$ cat src/common/tdc_pkg.sv
package tdc_pkg;

  // controller sequence, one state per protocol step
  typedef enum logic [3:0] {
    st_idle,
    st_config,       // register setup after soft reset
    st_shot_wait,    // shot period counter
    st_trig_write,   // start-measurement write
    st_trig_delay,   // fixed gap before start pulse
    st_start_pulse,
    st_intb_wait,    // conversion running, watch intb
    st_read_time1,
    st_read_calib1,
    st_read_calib2,
    st_calc_diff,
    st_hand_off,     // four-phase handshake with arbiter
    st_paused
  } ctrl_state_e;

  // msb of every command byte
  typedef enum logic {
    op_read  = 1'b0,
    op_write = 1'b1
  } spi_op_e;

  typedef logic [5:0] rom_addr_t;

  // command rom segments
  localparam rom_addr_t CFG_FIRST    = 6'd0;   // register writes, byte pairs
  localparam rom_addr_t CFG_LAST     = 6'd17;
  localparam rom_addr_t TRIG_FIRST   = 6'd18;  // start-measurement write
  localparam rom_addr_t TRIG_LAST    = 6'd19;
  localparam rom_addr_t TIME1_FIRST  = 6'd20;  // read frames, four bytes each
  localparam rom_addr_t CALIB1_FIRST = 6'd24;
  localparam rom_addr_t CALIB2_FIRST = 6'd28;

  localparam logic [15:0] ZERO_SUB = 16'd1488;  // stands in for a zero time1

endpackage

$ cat src/common/fifo_pkg.sv
package fifo_pkg;

  // one finished measurement
  typedef struct packed {
    logic        chan;        // source channel
    logic [15:0] calib_diff;  // calib2 minus calib1
    logic [15:0] time1;       // zero already substituted
  } sample_t;

  // controller to arbiter, four-phase
  typedef struct packed {
    logic    req;     // held until ack rises
    sample_t sample;  // stable while req is high
  } sample_req_t;

endpackage

$ cat src/tdc_ctrl/tdc_cmd_rom.sv
module tdc_cmd_rom
  import tdc_pkg::*;
(
  input  logic       clk,
  input  rom_addr_t  addr,
  output logic [7:0] data
);

  always_ff @(posedge clk) begin
    case (addr)
      // setup, register address then value
      6'd0:  data <= {op_write, 7'h01};  // config2
      6'd1:  data <= 8'h40;              // 10 calibration periods
      6'd2:  data <= {op_write, 7'h03};  // int_mask
      6'd3:  data <= 8'h07;              // all interrupts on
      6'd4:  data <= {op_write, 7'h04};  // coarse overflow high
      6'd5:  data <= 8'hff;
      6'd6:  data <= {op_write, 7'h05};  // coarse overflow low
      6'd7:  data <= 8'hff;
      6'd8:  data <= {op_write, 7'h06};  // clock overflow high
      6'd9:  data <= 8'h00;
      6'd10: data <= {op_write, 7'h07};  // clock overflow low
      6'd11: data <= 8'h50;
      6'd12: data <= {op_write, 7'h08};  // stop mask high
      6'd13: data <= 8'h00;
      6'd14: data <= {op_write, 7'h09};  // stop mask low
      6'd15: data <= 8'h00;
      6'd16: data <= {op_write, 7'h02};  // int_status
      6'd17: data <= 8'h1f;              // clear pending flags
      // trigger
      6'd18: data <= {op_write, 7'h00};  // config1
      6'd19: data <= 8'h03;              // mode 2, start measurement
      // reads, command then three dummy bytes
      TIME1_FIRST:  data <= {op_read, 7'h10};
      CALIB1_FIRST: data <= {op_read, 7'h1b};
      CALIB2_FIRST: data <= {op_read, 7'h1c};
      default: data <= 8'h00;            // dummies and unused space
    endcase
  end

endmodule

$ cat src/tdc_ctrl/tdc_ctrl.sv
module tdc_ctrl
  import tdc_pkg::*;
  import fifo_pkg::*;
#(
  parameter int   SHOT_PERIOD  = 1000,  // clocks between measurements
  parameter int   INTB_TIMEOUT = 100,   // give up on the chip after this
  parameter logic CHAN_ID      = 1'b0
) (
  input  logic        clk,
  input  logic        rst,
  input  logic        soft_reset,
  input  logic        pause,
  input  logic        intb,
  input  logic        spi_busy,
  input  logic [7:0]  rx_byte,
  output logic        spi_start,
  output logic        cs_end,
  output logic [7:0]  tx_byte,
  output logic        start_pulse,
  output sample_req_t sreq,
  input  logic        ack
);

  localparam int TRIG_DELAY = 5;  // stands in for the chip trigger
  localparam int PULSE_LEN  = 3;  // start pulse width

  ctrl_state_e state_q, state_d;
  rom_addr_t   addr_q, addr_d;
  logic [31:0] cnt_q, cnt_d;      // cleared on every state change
  logic        start_q, start_d;
  logic        cs_end_q, cs_end_d;
  logic        pulse_q, pulse_d;
  logic        req_q, req_d;
  logic [15:0] time1_q, time1_d;
  logic [15:0] calib1_q, calib1_d;
  logic [15:0] calib2_q, calib2_d;
  sample_t     sample_q, sample_d;
  logic        spi_idle;          // byte finished, nothing pending
  logic        pause_ok;          // no frame open, freeze allowed

  assign spi_idle    = !spi_busy && !start_q;  // start_q covers the busy rise
  assign spi_start   = start_q;
  assign cs_end      = cs_end_q;
  assign start_pulse = pulse_q;
  assign sreq        = '{req: req_q, sample: sample_q};

  // rom is fed the next address, its byte lines up with start_q
  tdc_cmd_rom u_rom (
    .clk  (clk),
    .addr (addr_d),
    .data (tx_byte)
  );

  always_comb begin
    case (state_q)
      st_shot_wait, st_trig_delay, st_start_pulse, st_intb_wait: pause_ok = 1'b1;
      st_trig_write, st_read_time1, st_read_calib1, st_read_calib2:
        pause_ok = spi_idle && cs_end_q;  // select already released
      default: pause_ok = 1'b0;           // config and handshake run to the end
    endcase
  end

  always_comb begin
    state_d  = state_q;
    addr_d   = addr_q;
    start_d  = 1'b0;  // single-cycle pulse
    cs_end_d = cs_end_q;
    pulse_d  = pulse_q;
    req_d    = req_q;
    time1_d  = time1_q;
    calib1_d = calib1_q;
    calib2_d = calib2_q;
    sample_d = sample_q;

    case (state_q)
      st_idle: begin
        if (soft_reset) begin
          state_d  = st_config;
          addr_d   = CFG_FIRST;
          start_d  = 1'b1;
          cs_end_d = 1'b0;
        end
      end

      st_shot_wait: begin
        if (cnt_q == SHOT_PERIOD - 1) begin
          state_d  = st_trig_write;
          addr_d   = TRIG_FIRST;
          start_d  = 1'b1;
          cs_end_d = 1'b0;
        end
      end

      // every spi segment steps the rom the same way
      st_config, st_trig_write, st_read_time1, st_read_calib1, st_read_calib2: begin
        if (spi_idle) begin
          if (addr_q[1]) begin  // bytes 2 and 3 of a read carry the low word
            case (state_q)
              st_read_time1:  time1_d  = {time1_q[7:0], rx_byte};
              st_read_calib1: calib1_d = {calib1_q[7:0], rx_byte};
              st_read_calib2: calib2_d = {calib2_q[7:0], rx_byte};
              default: ;
            endcase
          end
          addr_d  = addr_q + 6'd1;
          start_d = 1'b1;
          // writes close every two bytes, reads every four
          if (state_q inside {st_config, st_trig_write})
            cs_end_d = addr_d[0];
          else
            cs_end_d = (addr_d[1:0] == 2'b11);

          if (state_q == st_config && addr_q == CFG_LAST) begin
            state_d = st_shot_wait;
            start_d = 1'b0;
          end else if (state_q == st_trig_write && addr_q == TRIG_LAST) begin
            state_d = st_trig_delay;
            start_d = 1'b0;
          end else if (addr_q == CALIB1_FIRST - 1) begin
            state_d = st_read_calib1;  // next frame follows right away
          end else if (addr_q == CALIB2_FIRST - 1) begin
            state_d = st_read_calib2;
          end else if (addr_q == CALIB2_FIRST + 3) begin
            state_d = st_calc_diff;
            start_d = 1'b0;
          end
        end
      end

      st_trig_delay: begin
        if (cnt_q == TRIG_DELAY - 1) begin
          state_d = st_start_pulse;
          pulse_d = 1'b1;
        end
      end

      st_start_pulse: begin
        if (cnt_q == PULSE_LEN - 1) begin
          state_d = st_intb_wait;
          pulse_d = 1'b0;
        end
      end

      st_intb_wait: begin
        if (!intb) begin  // conversion done
          state_d  = st_read_time1;
          addr_d   = TIME1_FIRST;
          start_d  = 1'b1;
          cs_end_d = 1'b0;
        end else if (cnt_q == INTB_TIMEOUT - 1) begin
          state_d = st_shot_wait;  // measurement lost, no sample
        end
      end

      st_calc_diff: begin
        sample_d.chan       = CHAN_ID;
        sample_d.calib_diff = calib2_q - calib1_q;
        sample_d.time1      = (time1_q == 16'd0) ? ZERO_SUB : time1_q;
        req_d               = 1'b1;
        state_d             = st_hand_off;
      end

      st_hand_off: begin
        if (req_q && ack) begin
          req_d = 1'b0;
        end else if (!req_q && !ack) begin
          state_d = st_shot_wait;  // arbiter released, next shot
        end
      end

      st_paused: begin
        if (!pause) state_d = st_shot_wait;  // restart the period
      end

      default: state_d = st_idle;
    endcase

    if (pause && pause_ok) begin
      state_d = st_paused;
      start_d = 1'b0;
      pulse_d = 1'b0;
    end

    cnt_d = (state_d == state_q) ? cnt_q + 32'd1 : 32'd0;
  end

  always_ff @(posedge clk) begin
    if (rst) begin
      state_q  <= st_idle;
      addr_q   <= CFG_FIRST;
      cnt_q    <= '0;
      start_q  <= 1'b0;
      cs_end_q <= 1'b0;
      pulse_q  <= 1'b0;
      req_q    <= 1'b0;
    end else begin
      state_q  <= state_d;
      addr_q   <= addr_d;
      cnt_q    <= cnt_d;
      start_q  <= start_d;
      cs_end_q <= cs_end_d;
      pulse_q  <= pulse_d;
      req_q    <= req_d;
    end
    time1_q  <= time1_d;
    calib1_q <= calib1_d;
    calib2_q <= calib2_d;
    sample_q <= sample_d;
  end

  // arbiter may latch the sample any cycle before it acks
  a_sample_stable: assert property (@(posedge clk) disable iff (rst)
    sreq.req && !ack |=> $stable(sreq.sample));

endmodule

$ cat src/verilog/spi_master.sv
module spi_master (
  input  logic       clk,
  input  logic       rst,
  input  logic       start,
  input  logic       cs_end,
  input  logic [7:0] tx_byte,
  output logic       busy,
  output logic [7:0] rx_byte,
  output logic       sclk,
  output logic       mosi,
  output logic       cs_n,
  input  logic       miso
);

  logic [7:0] tx_sh;    // msb goes out first
  logic [7:0] rx_sh;
  logic [3:0] bit_cnt;  // 8 is the closing cycle
  logic       phase;    // 0 sclk low half, 1 high half
  logic       last;     // this byte ends the frame

  assign mosi = busy & tx_sh[7];  // low between bytes

  // mode 0 with 2 clocks per bit, busy drops 17 clocks after start
  always_ff @(posedge clk) begin
    if (rst) begin
      busy    <= 1'b0;
      sclk    <= 1'b0;
      cs_n    <= 1'b1;
      bit_cnt <= '0;
      phase   <= 1'b0;
      last    <= 1'b0;
    end else if (!busy) begin
      if (start) begin
        busy    <= 1'b1;
        cs_n    <= 1'b0;
        bit_cnt <= '0;
        phase   <= 1'b0;
        last    <= cs_end;
      end
    end else if (bit_cnt == 4'd8) begin
      busy <= 1'b0;
      cs_n <= last;  // stays low for the next byte of the frame
    end else if (!phase) begin
      sclk  <= 1'b1;
      phase <= 1'b1;
    end else begin
      sclk    <= 1'b0;
      phase   <= 1'b0;
      bit_cnt <= bit_cnt + 4'd1;
    end
  end

  always_ff @(posedge clk) begin
    if (start && !busy)
      tx_sh <= tx_byte;
    else if (busy && phase)
      tx_sh <= {tx_sh[6:0], 1'b0};  // shift on falling sclk
    if (busy && !phase && bit_cnt != 4'd8)
      rx_sh <= {rx_sh[6:0], miso};  // sample on rising sclk
    if (busy && bit_cnt == 4'd8)
      rx_byte <= rx_sh;
  end

endmodule

$ cat src/verilog/sample_arbiter.sv
module sample_arbiter
  import fifo_pkg::*;
(
  input  logic        clk,
  input  logic        rst,
  input  sample_req_t sreq0,
  input  sample_req_t sreq1,
  output logic        ack0,
  output logic        ack1,
  input  logic        full,
  output logic        wr_en,
  output sample_t     wr_data
);

  typedef enum logic [1:0] {gnt_none, gnt_ch0, gnt_ch1} grant_e;

  grant_e grant;
  logic   last_ch1;  // channel 1 won last time
  logic   pick1;     // channel 1 wins if granted now

  assign pick1 = sreq1.req && (!sreq0.req || !last_ch1);

  always_ff @(posedge clk) begin
    if (rst) begin
      grant    <= gnt_none;
      ack0     <= 1'b0;
      ack1     <= 1'b0;
      wr_en    <= 1'b0;
      last_ch1 <= 1'b0;
    end else begin
      wr_en <= 1'b0;  // one write per grant
      case (grant)
        gnt_none: begin
          if (!full && (sreq0.req || sreq1.req)) begin  // full holds ack back
            grant    <= pick1 ? gnt_ch1 : gnt_ch0;
            ack0     <= !pick1;
            ack1     <= pick1;
            wr_en    <= 1'b1;
            last_ch1 <= pick1;
          end
        end
        gnt_ch0: begin
          if (!sreq0.req) begin
            ack0  <= 1'b0;
            grant <= gnt_none;
          end
        end
        gnt_ch1: begin
          if (!sreq1.req) begin
            ack1  <= 1'b0;
            grant <= gnt_none;
          end
        end
        default: grant <= gnt_none;
      endcase
    end
  end

  always_ff @(posedge clk) begin
    if (grant == gnt_none)
      wr_data <= pick1 ? sreq1.sample : sreq0.sample;
  end

  a_one_ack: assert property (@(posedge clk) disable iff (rst) !(ack0 && ack1));

endmodule

$ cat src/verilog/sample_fifo.sv
module sample_fifo
  import fifo_pkg::*;
#(
  parameter int FIFO_DEPTH = 16  // power of two
) (
  input  logic    clk,
  input  logic    rst,
  input  logic    wr_en,
  input  logic    rd_en,
  input  sample_t wr_data,
  output sample_t rd_data,
  output logic    empty,
  output logic    full
);

  localparam int AW = $clog2(FIFO_DEPTH);

  sample_t     mem [FIFO_DEPTH];
  logic [AW:0] wr_ptr;  // extra msb tells full from empty
  logic [AW:0] rd_ptr;
  logic        do_wr;
  logic        do_rd;

  assign do_wr   = wr_en && !full;
  assign do_rd   = rd_en && !empty;
  assign empty   = (wr_ptr == rd_ptr);
  assign full    = (wr_ptr[AW] != rd_ptr[AW]) && (wr_ptr[AW-1:0] == rd_ptr[AW-1:0]);
  assign rd_data = mem[rd_ptr[AW-1:0]];  // head shows without a read

  always_ff @(posedge clk) begin
    if (rst) begin
      wr_ptr <= '0;
      rd_ptr <= '0;
    end else begin
      if (do_wr) wr_ptr <= wr_ptr + 1'b1;
      if (do_rd) rd_ptr <= rd_ptr + 1'b1;
    end
  end

  always_ff @(posedge clk) begin
    if (do_wr) mem[wr_ptr[AW-1:0]] <= wr_data;
  end

  // arbiter must hold off while full
  a_no_overflow: assert property (@(posedge clk) disable iff (rst) wr_en |-> !full);

endmodule

$ cat src/verilog/tdc_subsys_top.sv
module tdc_subsys_top
  import fifo_pkg::*;
#(
  parameter int SHOT_PERIOD  = 2000,
  parameter int INTB_TIMEOUT = 200,
  parameter int FIFO_DEPTH   = 16
) (
  input  logic    clk,
  input  logic    rst,
  input  logic    soft_reset,
  input  logic    pause,
  input  logic    rd_en,
  input  logic    intb0,
  input  logic    intb1,
  input  logic    miso0,
  input  logic    miso1,
  output logic    sclk0,
  output logic    sclk1,
  output logic    mosi0,
  output logic    mosi1,
  output logic    spi_cs_n0,
  output logic    spi_cs_n1,
  output logic    start_pulse0,
  output logic    start_pulse1,
  output sample_t rd_data,
  output logic    empty,
  output logic    full
);

  logic [1:0]  intb;
  logic [1:0]  miso;
  logic [1:0]  sclk;
  logic [1:0]  mosi;
  logic [1:0]  cs_n;
  logic [1:0]  pulse;
  logic [1:0]  ack;
  sample_req_t sreq [2];
  logic        wr_en;
  sample_t     wr_data;

  assign intb         = {intb1, intb0};
  assign miso         = {miso1, miso0};
  assign sclk0        = sclk[0];
  assign sclk1        = sclk[1];
  assign mosi0        = mosi[0];
  assign mosi1        = mosi[1];
  assign spi_cs_n0    = cs_n[0];
  assign spi_cs_n1    = cs_n[1];
  assign start_pulse0 = pulse[0];
  assign start_pulse1 = pulse[1];

  // one controller and its own spi bus per channel
  for (genvar i = 0; i < 2; i++) begin : g_chan
    logic       spi_start;
    logic       cs_end;
    logic       spi_busy;
    logic [7:0] tx_byte;
    logic [7:0] rx_byte;

    tdc_ctrl #(
      .SHOT_PERIOD  (SHOT_PERIOD),
      .INTB_TIMEOUT (INTB_TIMEOUT),
      .CHAN_ID      (1'(i))
    ) u_ctrl (
      .clk         (clk),
      .rst         (rst),
      .soft_reset  (soft_reset),
      .pause       (pause),
      .intb        (intb[i]),
      .spi_busy    (spi_busy),
      .rx_byte     (rx_byte),
      .spi_start   (spi_start),
      .cs_end      (cs_end),
      .tx_byte     (tx_byte),
      .start_pulse (pulse[i]),
      .sreq        (sreq[i]),
      .ack         (ack[i])
    );

    spi_master u_spi (
      .clk     (clk),
      .rst     (rst),
      .start   (spi_start),
      .cs_end  (cs_end),
      .tx_byte (tx_byte),
      .busy    (spi_busy),
      .rx_byte (rx_byte),
      .sclk    (sclk[i]),
      .mosi    (mosi[i]),
      .cs_n    (cs_n[i]),
      .miso    (miso[i])
    );
  end

  sample_arbiter u_arb (
    .clk     (clk),
    .rst     (rst),
    .sreq0   (sreq[0]),
    .sreq1   (sreq[1]),
    .ack0    (ack[0]),
    .ack1    (ack[1]),
    .full    (full),
    .wr_en   (wr_en),
    .wr_data (wr_data)
  );

  sample_fifo #(
    .FIFO_DEPTH (FIFO_DEPTH)
  ) u_fifo (
    .clk     (clk),
    .rst     (rst),
    .wr_en   (wr_en),
    .rd_en   (rd_en),
    .wr_data (wr_data),
    .rd_data (rd_data),
    .empty   (empty),
    .full    (full)
  );

endmodule

$ cat config.mk
export PLATFORM = sky130hd
export DESIGN_NAME = tdc_subsys_top
export DESIGN_NICKNAME = d
export VERILOG_FILES = /design/src/common/tdc_pkg.sv /design/src/common/fifo_pkg.sv /design/src/tdc_ctrl/tdc_cmd_rom.sv /design/src/tdc_ctrl/tdc_ctrl.sv /design/src/verilog/spi_master.sv /design/src/verilog/sample_arbiter.sv /design/src/verilog/sample_fifo.sv /design/src/verilog/tdc_subsys_top.sv
export SDC_FILE = /design/constraint.sdc
export NUM_CORES = 1
export LEC_CHECK = 0
export ABC_AREA = 1
export BUFFER_PORTS_ARGS = -buffer_cell sky130_fd_sc_hd__buf_2
export CAP_MARGIN = 20
export CORE_UTILIZATION = 55
export CTS_BUF_LIST = sky130_fd_sc_hd__clkbuf_8
export DETAILED_ROUTE_END_ITERATION = 7
export PLACE_DENSITY = 0.81
export SYNTH_ARGS = -nofsm -noshare
export SYNTH_HDL_FRONTEND = slang
export SYNTH_HIERARCHICAL = 1
export SYNTH_SLANG_ARGS = --single-unit
$ cat constraint.sdc
create_clock -name clk -period 4.45 [get_ports clk]
set_clock_uncertainty 0.15 [all_clocks]
set_input_delay 0.445 -clock clk [delete_from_list [all_inputs] [get_ports clk]]
set_output_delay 0.445 -clock clk [all_outputs]
set_load 0.005 [all_outputs]
# Yosys cells after proc, flatten, opt, wreduce, memory -nomap -nowiden
# Memories as Yosys holds them, arrays and structs flattened. A register that Yosys moved wholly into a read port is not among the register bits.
# Index checks and enable logic that the tools add are counted.
[totals]
ff_bits = 367
latchBits = 0
ramBits = 528
rom_bits = 512
input_bits = 9
mem_count = 3
[op_classes]
addsub = 10
multipliers = 0
div = 0
magnitude_cmp = 0
eq_ne = 78
shifts = 0
mux = 133
bitwise = 9
reduce_logical = 101
[mem_list]
columns = ["name", "depth", "width", "rd", "rd_ports_with_merged_regs", "wr", "line_no", "text"]
rows = [
  ["u_fifo.mem", 16, 33, 1, 1, 1, "sample_fifo.sv:18", "sample_t mem [FIFO_DEPTH];"],
  ["(name not given)", 32, 8, 1, 1, 0, "tdc_cmd_rom.sv:10", "case (addr)"],
  ["(name not given)", 32, 8, 1, 1, 0, "tdc_cmd_rom.sv:10", ""],
]
[op_table]
columns = ["op", "count"]
rows = [
  ["4-bit 2-to-1 mux", 42],
  ["4-bit case mux with 9 select lines", 2],
  ["32-bit by 1-bit adder with 32-bit output, second input constant", 2],
  ["32-bit by 11-bit equality test with 1-bit output, second input constant", 2],
  ["32-bit by 2-bit equality test with 1-bit output, second input constant", 2],
  ["32-bit by 3-bit equality test with 1-bit output, second input constant", 2],
  ["32-bit by 8-bit equality test with 1-bit output, second input constant", 2],
  ["6-bit by 5-bit equality test with 1-bit output, second input constant", 10],
  ["1-bit 2-to-1 mux", 57],
  ["4-bit equality test, second input constant", 12],
  ["6-bit 2-to-1 mux", 8],
  ["6-bit case mux with 4 select lines", 2],
  ["33-bit 2-to-1 mux", 1],
  ["4-bit by 3-bit equality test with 1-bit output, second input constant", 8],
  ["16-bit logical NOT", 2],
  ["8-bit 2-to-1 mux", 4],
  ["16-bit subtractor", 2],
  ["1-bit logical AND", 29],
  ["2-bit inequality test, second input constant", 12],
  ["4-bit AND reduction", 6],
  ["2-bit nonzero test", 12],
  ["2-bit by 1-bit inequality test with 1-bit output, second input constant", 11],
  ["2-bit AND reduction", 11],
  ["3-bit AND reduction", 7],
  ["26 further kinds", 83],
]

# Logic depth before layout (Yosys ltp)
[depth]
ltp_word = 12
depth_mapped = 19
depth_no_buf = 19

# Cells and area by module
# The synthesis kept the hierarchy.
[by_module_without_submodules]
columns = ["module", "n_inst", "cells_each", "area_each_um2", "seq_area_each_um2"]
rows = [
  ["sample_fifo", 1, 1795, 22352.7, 16135.5],
  ["tdc_ctrl at g_chan[1].u_ctrl", 1, 727, 6462.4, 3323.2],
  ["tdc_ctrl at g_chan[0].u_ctrl", 1, 714, 6432.4, 3323.2],
  ["spi_master", 2, 115, 1273.7, 900.9],
  ["sample_arbiter", 1, 178, 1701.6, 1111.1],
  ["tdc_cmd_rom at g_chan[0].u_ctrl.u_rom", 1, 70, 439.2, 160.2],
  ["tdc_cmd_rom at g_chan[1].u_ctrl.u_rom", 1, 68, 435.4, 160.2],
]

# Worst setup path before layout
# Ideal clock, no wire load.
[synth_path]
path_type = "reg-to-reg"
startpoint = "register u_fifo.wr_ptr[0]"
endpoint = "memory u_fifo/mem[3][0] in the netlist's numbering, enable pin"
arrival_ns = 3.091
t_required_ns = 3.836
path_slack_ns = 0.745
path_stages_with_launch = 8
n_path_buf = 0
cell_sequence = "dfxtp_1 -> inv_1 -> nand2_1 -> nand2_1 -> nor2_1 -> nand3_1 -> inv_1 -> nor3_1"
[synth_via]
elab_chain_cells = 6
[synth_rtl]
columns = ["item", "line_no", "text"]
rows = [
  ["start, declared", "sample_fifo.sv:19", "logic [AW:0] wr_ptr;"],
  ["start signal, assigned", "sample_fifo.sv:35", "if (do_wr) wr_ptr <= wr_ptr + 1'b1;"],
  ["4-bit equality test", "sample_fifo.sv:27", "assign full = (wr_ptr[AW] != rd_ptr[AW]) && (wr_ptr[AW-1:0] == rd_ptr[AW-1:0]);"],
  ["1-bit logical AND", "sample_fifo.sv:27", ""],
  ["net full", "tdc_subsys_top.sv:27", "output logic full"],
  ["1-bit logical NOT", "sample_fifo.sv:24", "assign do_wr = wr_en && !full;"],
  ["1-bit logical AND", "sample_fifo.sv:24", ""],
  ["1-bit 2-to-1 mux", "sample_fifo.sv:41", "if (do_wr) mem[wr_ptr[AW-1:0]] <= wr_data;"],
  ["1-bit 2-to-1 mux (implied by the code)", "sample_fifo.sv:41", ""],
  ["end, declared", "sample_fifo.sv:18", ""],
]
# The timed path passes the listed nets, and every way through them passes these cells.

==> Implementation_results.wiki <==
{| class="wikitable"
! Metric !! Value
|-
| Status || completed
|-
| Yosys reg bits || just over 900
|-
| Starting density of the core || 0.560
|-
| Tot GR Track Use || 0.233
|-
| TritonCTS clock tree || yes
|-
| Fraction of post-synthesis cell area in the top cell type by area || 0.572
|-
| Clock tree root driver cell || clkbuf_8
|-
| Count of distinct cell types in the synthesized netlist || just over 60
|-
| Setup repair after global routing missed its margin || false
|-
| First-pass iteration count of the detailed router || 6
|-
| Post_cts resized || 0
|-
| Part of the cycle the worst path needs || 0.781
|-
| Peak fanout along the critical path || 137
|-
| Overall power of the completed layout || between 15 and 20 mW
|-
| Total half-perimeter wirelength after legalization and detailed placement || ~55 mm
|-
| Number of DRC markers in iteration 0 || between 2000 and 3000
|-
| Cell depth of the worst hold path || 6
|-
| Number of endpoints failing setup at the final stage || 0
|-
| M2 GR Usage || 0.380
|-
| Max Clock Freq || between 200 and 300 MHz
|-
| Required time worst endpoint || about 3.9 ns
|-
| Post-synth ARST share || 0
|-
| Worst path arrival time || between 2 and 3 ns
|-
| Post-synth top area cell || edfxtp_1
|-
| Worst setup timing slack at the placement stage || around 1.4 ns
|-
| Total negative slack || 0 ns
|-
| Maximum vdd drop || approximately 0.3 mV
|-
| Crit Reg-Reg Endpoint || u_fifo/mem[13][11]
|-
| Power density over the cells || between 400 and 500 nW/um^2
|-
| Cell area after placement || 41300 um^2
|-
| EDFF count, synth || slightly below 800
|-
| Global routing usage on met1 || 0.307
|-
| Total core area || slightly above 70000 um^2
|-
| R2R setup slack || roughly 1.3 ns
|-
| Lkg Pwr || 16.8 nW
|-
| Reg clk slew, reported paths || ~0.060 ns
|-
| Nets || between 3000 and 4000
|-
| Worst-case reg-to-reg path depth || 10
|-
| Synthesized cell area || 40400 um^2
|-
| Maximum count of clock buffers along a single path || 3
|-
| DRC Markers || 0
|-
| Top-Level Pins || between 50 and 60
|-
| Clock latency reported for the late side of the worst-skew pair || slightly below 0.8 ns
|-
| Via-per-instance ratio || approximately 5.5
|-
| Final hold violation count || 0
|-
| Vertical extent of the die || ~270 um
|-
| Number of max-slew violations in the final report || 0
|-
| CTS Buf Count || ~150
|-
| Final design instance area without fill || around 44000 um^2
|-
| Worst-Margin Slew || 1.06 ns
|-
| Via count of the first global-routing pass || between 20000 and 30000
|-
| Post-synthesis net count || a little under 4000
|-
| Critical path launch point type || register
|-
| Most frequently used flop master after synthesis || edfxtp_1
|-
| Sequential cell area fraction in the yosys report || 0.644
|-
| Count of buffers from port buffering || a little over 50
|-
| Initial antenna violation count || 2
|-
| Site Rows || 98
|-
| Total number of clock tree sinks || 915
|-
| Syn. warnings || 6
|-
| Overall overflow remaining after global route || 0
|-
| Final design utilization || 0.615
|-
| Max-slew headroom at the worst pin || 0.290
|-
| Die outline area || about 74000 um^2
|-
| Final weighted congestion in routability-driven placement || around 0.9
|-
| Endpoint, Worst Hold || g_chan[1].u_ctrl/spi_start
|-
| Top cells by area, synth || edfxtp_1, dfxtp_1, nand2_1
|-
| Share of cells above drive strength 1 || 0.116
|-
| Count of nets left with antenna violations after detail routing || 0
|-
| Routed len/inst || ~18 um
|-
| H-Tree Level Count || 4
|-
| Critical R2R Launch || u_fifo/wr_ptr[0]
|-
| Most repeated cell in the gate-level netlist after synthesis || edfxtp_1
|-
| Post-synth top cells || edfxtp_1, nand2_1, inv_1, nand3_1, nor2_1
|-
| Max-cap violations || 0
|-
| Detailed Route WL || between 80 and 90 mm
|-
| Sort of element at the end of the critical path || output pin
|-
| Width of the die || 273 um
|-
| Pin count of the biggest net entering global routing || 138
|-
| Global Route met3 Usage || 0.0425
|-
| Tmin final || between 3 and 4 ns
|-
| Number of instances in the synthesized netlist || roughly 3800
|-
| Average footprint of a synthesized cell || about 11 um^2
|-
| Vias || 27100
|-
| First-pass GRT wire length || between 100 and 150 mm
|-
| Post-layout worst setup margin || 0.975 ns
|-
| Worst setup path category || register to output pin
|-
| Peak-usage layer in the global routing report || met2
|-
| Area Growth Syn to Fin || 9.80%
|-
| Worst hold-check path type || input port to register
|-
| Hold path startpoint || intb1
|}
==> layout by cell type, fill, tap and decap left out, types with 20 or more instances in the layout <==
cell      count
nor3_1       36
buf_2        51
a21oi_1     214
nor2_1      226
o211ai_1    116
clkbuf_8    149
xnor2_1      26
inv_2        25
dfxtp_1     142
nor2_4       21
edfxtp_1    769
o211ai_2     22
buf_4        29
inv_1       578
nor2_2       67
nand4_1      22
ha_1         52
nor4_1       20
xor2_1       66
nand3_1     303
o21ai_0     173
clkinv_1     36
nand2_1     685
==> cells by family (layout without fill, tap and decap cells) <==
kind of cell	after synthesis	after routing	share of synthesized area
adder cells (fa/ha/maj)	54	54	0.0171
AND/OR/NAND/NOR	1432	1432	0.158
AO/OA/AOI/OAI	566	566	0.0838
buffers and inverters	721	921	0.0766
flip-flops	915	915	0.644
other	2	4	0.000186
XOR/XNOR	92	92	0.0200
==> how the worst max path moves through the flow <==
| stage | end | slack, ns | cells after the start |
|---|---|---|---|
| finish | rd_data[32] | 0.97 | 7 |
| global route | rd_data[3] | 0.78 | 7 |
| CTS | rd_data[5] | 0.95 | 7 |
| detailed placement | u_fifo/mem[13][8] | 1.41 | 10 |
| global placement | u_fifo/mem[13][8] | 1.45 | 10 |
| floorplan | u_fifo/mem[3][0] | 0.74 | 7 |
==> what timing repair did <==
item / 4_1_cts / 5_1_grt
buffers inserted: 0 / 0
setup endpoints to repair: 0 / 0
endpoints found under the hold margin: 25 / 0
hold buffers: 7 / 0
==> through the flow <==
step                      hold slack, ns  instances
after floorplan                    0.250       3782
after global placement             0.250       4658
after detailed placement           0.260       4658
after CTS                        0.00706       4928
after global routing              0.0875       4934
final                             0.0781       4934
==> cell type report <==
type / instances / area (um^2)
Sequential cell: 915 / 26000
Inverter: 561 / 2110
Timing Repair Buffer: 97 / 751
Clock buffer: 149 / 2050
Antenna cell: 2 / 5.00
Fill cell: 5448 / 27800
Multi-Input combinational cell: 2146 / 11400
Clock inverter: 114 / 800
Tap cell: 950 / 1190
==> power by group <==
part	total (mW)	switching (mW)	leakage, nW	internal [mW]
logic	1.51	1.05	7.03	0.457
registers	9.48	0.129	8.16	9.35
clock network	6.95	3.35	1.62	3.60
==> state kept, by name (all words and copies together), names as in the netlist, 8 cells and up, named ones only <==
register	flops
g_chan.u_ctrl/sreq	64
g_chan.u_ctrl/time1_q	32
g_chan.u_ctrl/calib2_q	32
u_fifo/mem	528
g_chan.u_spi/rx_sh	16
u_arb/wr_data	33
g_chan.u_spi/bit_cnt	8
g_chan.u_ctrl/addr_q	12
g_chan.u_spi/tx_sh	16
g_chan.u_ctrl/state_q	8
g_chan.u_ctrl/cnt_q	64
g_chan.u_ctrl/calib1_q	32
g_chan.u_spi/rx_byte	16
g_chan.u_ctrl/u_rom/data	16
==> routing by layer <==
| metal | vias to the layer above | part of all wire | wire (um) |
|---|---|---|---|
| li1 | 13000 | - | - |
| met1 | 12800 | 0.41 | 35400 |
| met2 | 1129 | 0.48 | 41700 |
| met3 | 176 | 0.079 | 6860 |
| met4 | 0 | 0.030 | 2550 |
| met5 | - | 0 | 0 |
==> worst max-delay path, cell delays in order (launching register included) <==
cell,delay (ns)
dfxtp_4,0.66
buf_12,0.42
a21oi_1,0.14
o21ai_0,0.12
nand3_1,0.10
nand3_1,0.21
nand2_1,0.13
buf_2,0.15
Power figures use the tool's default switching activity.
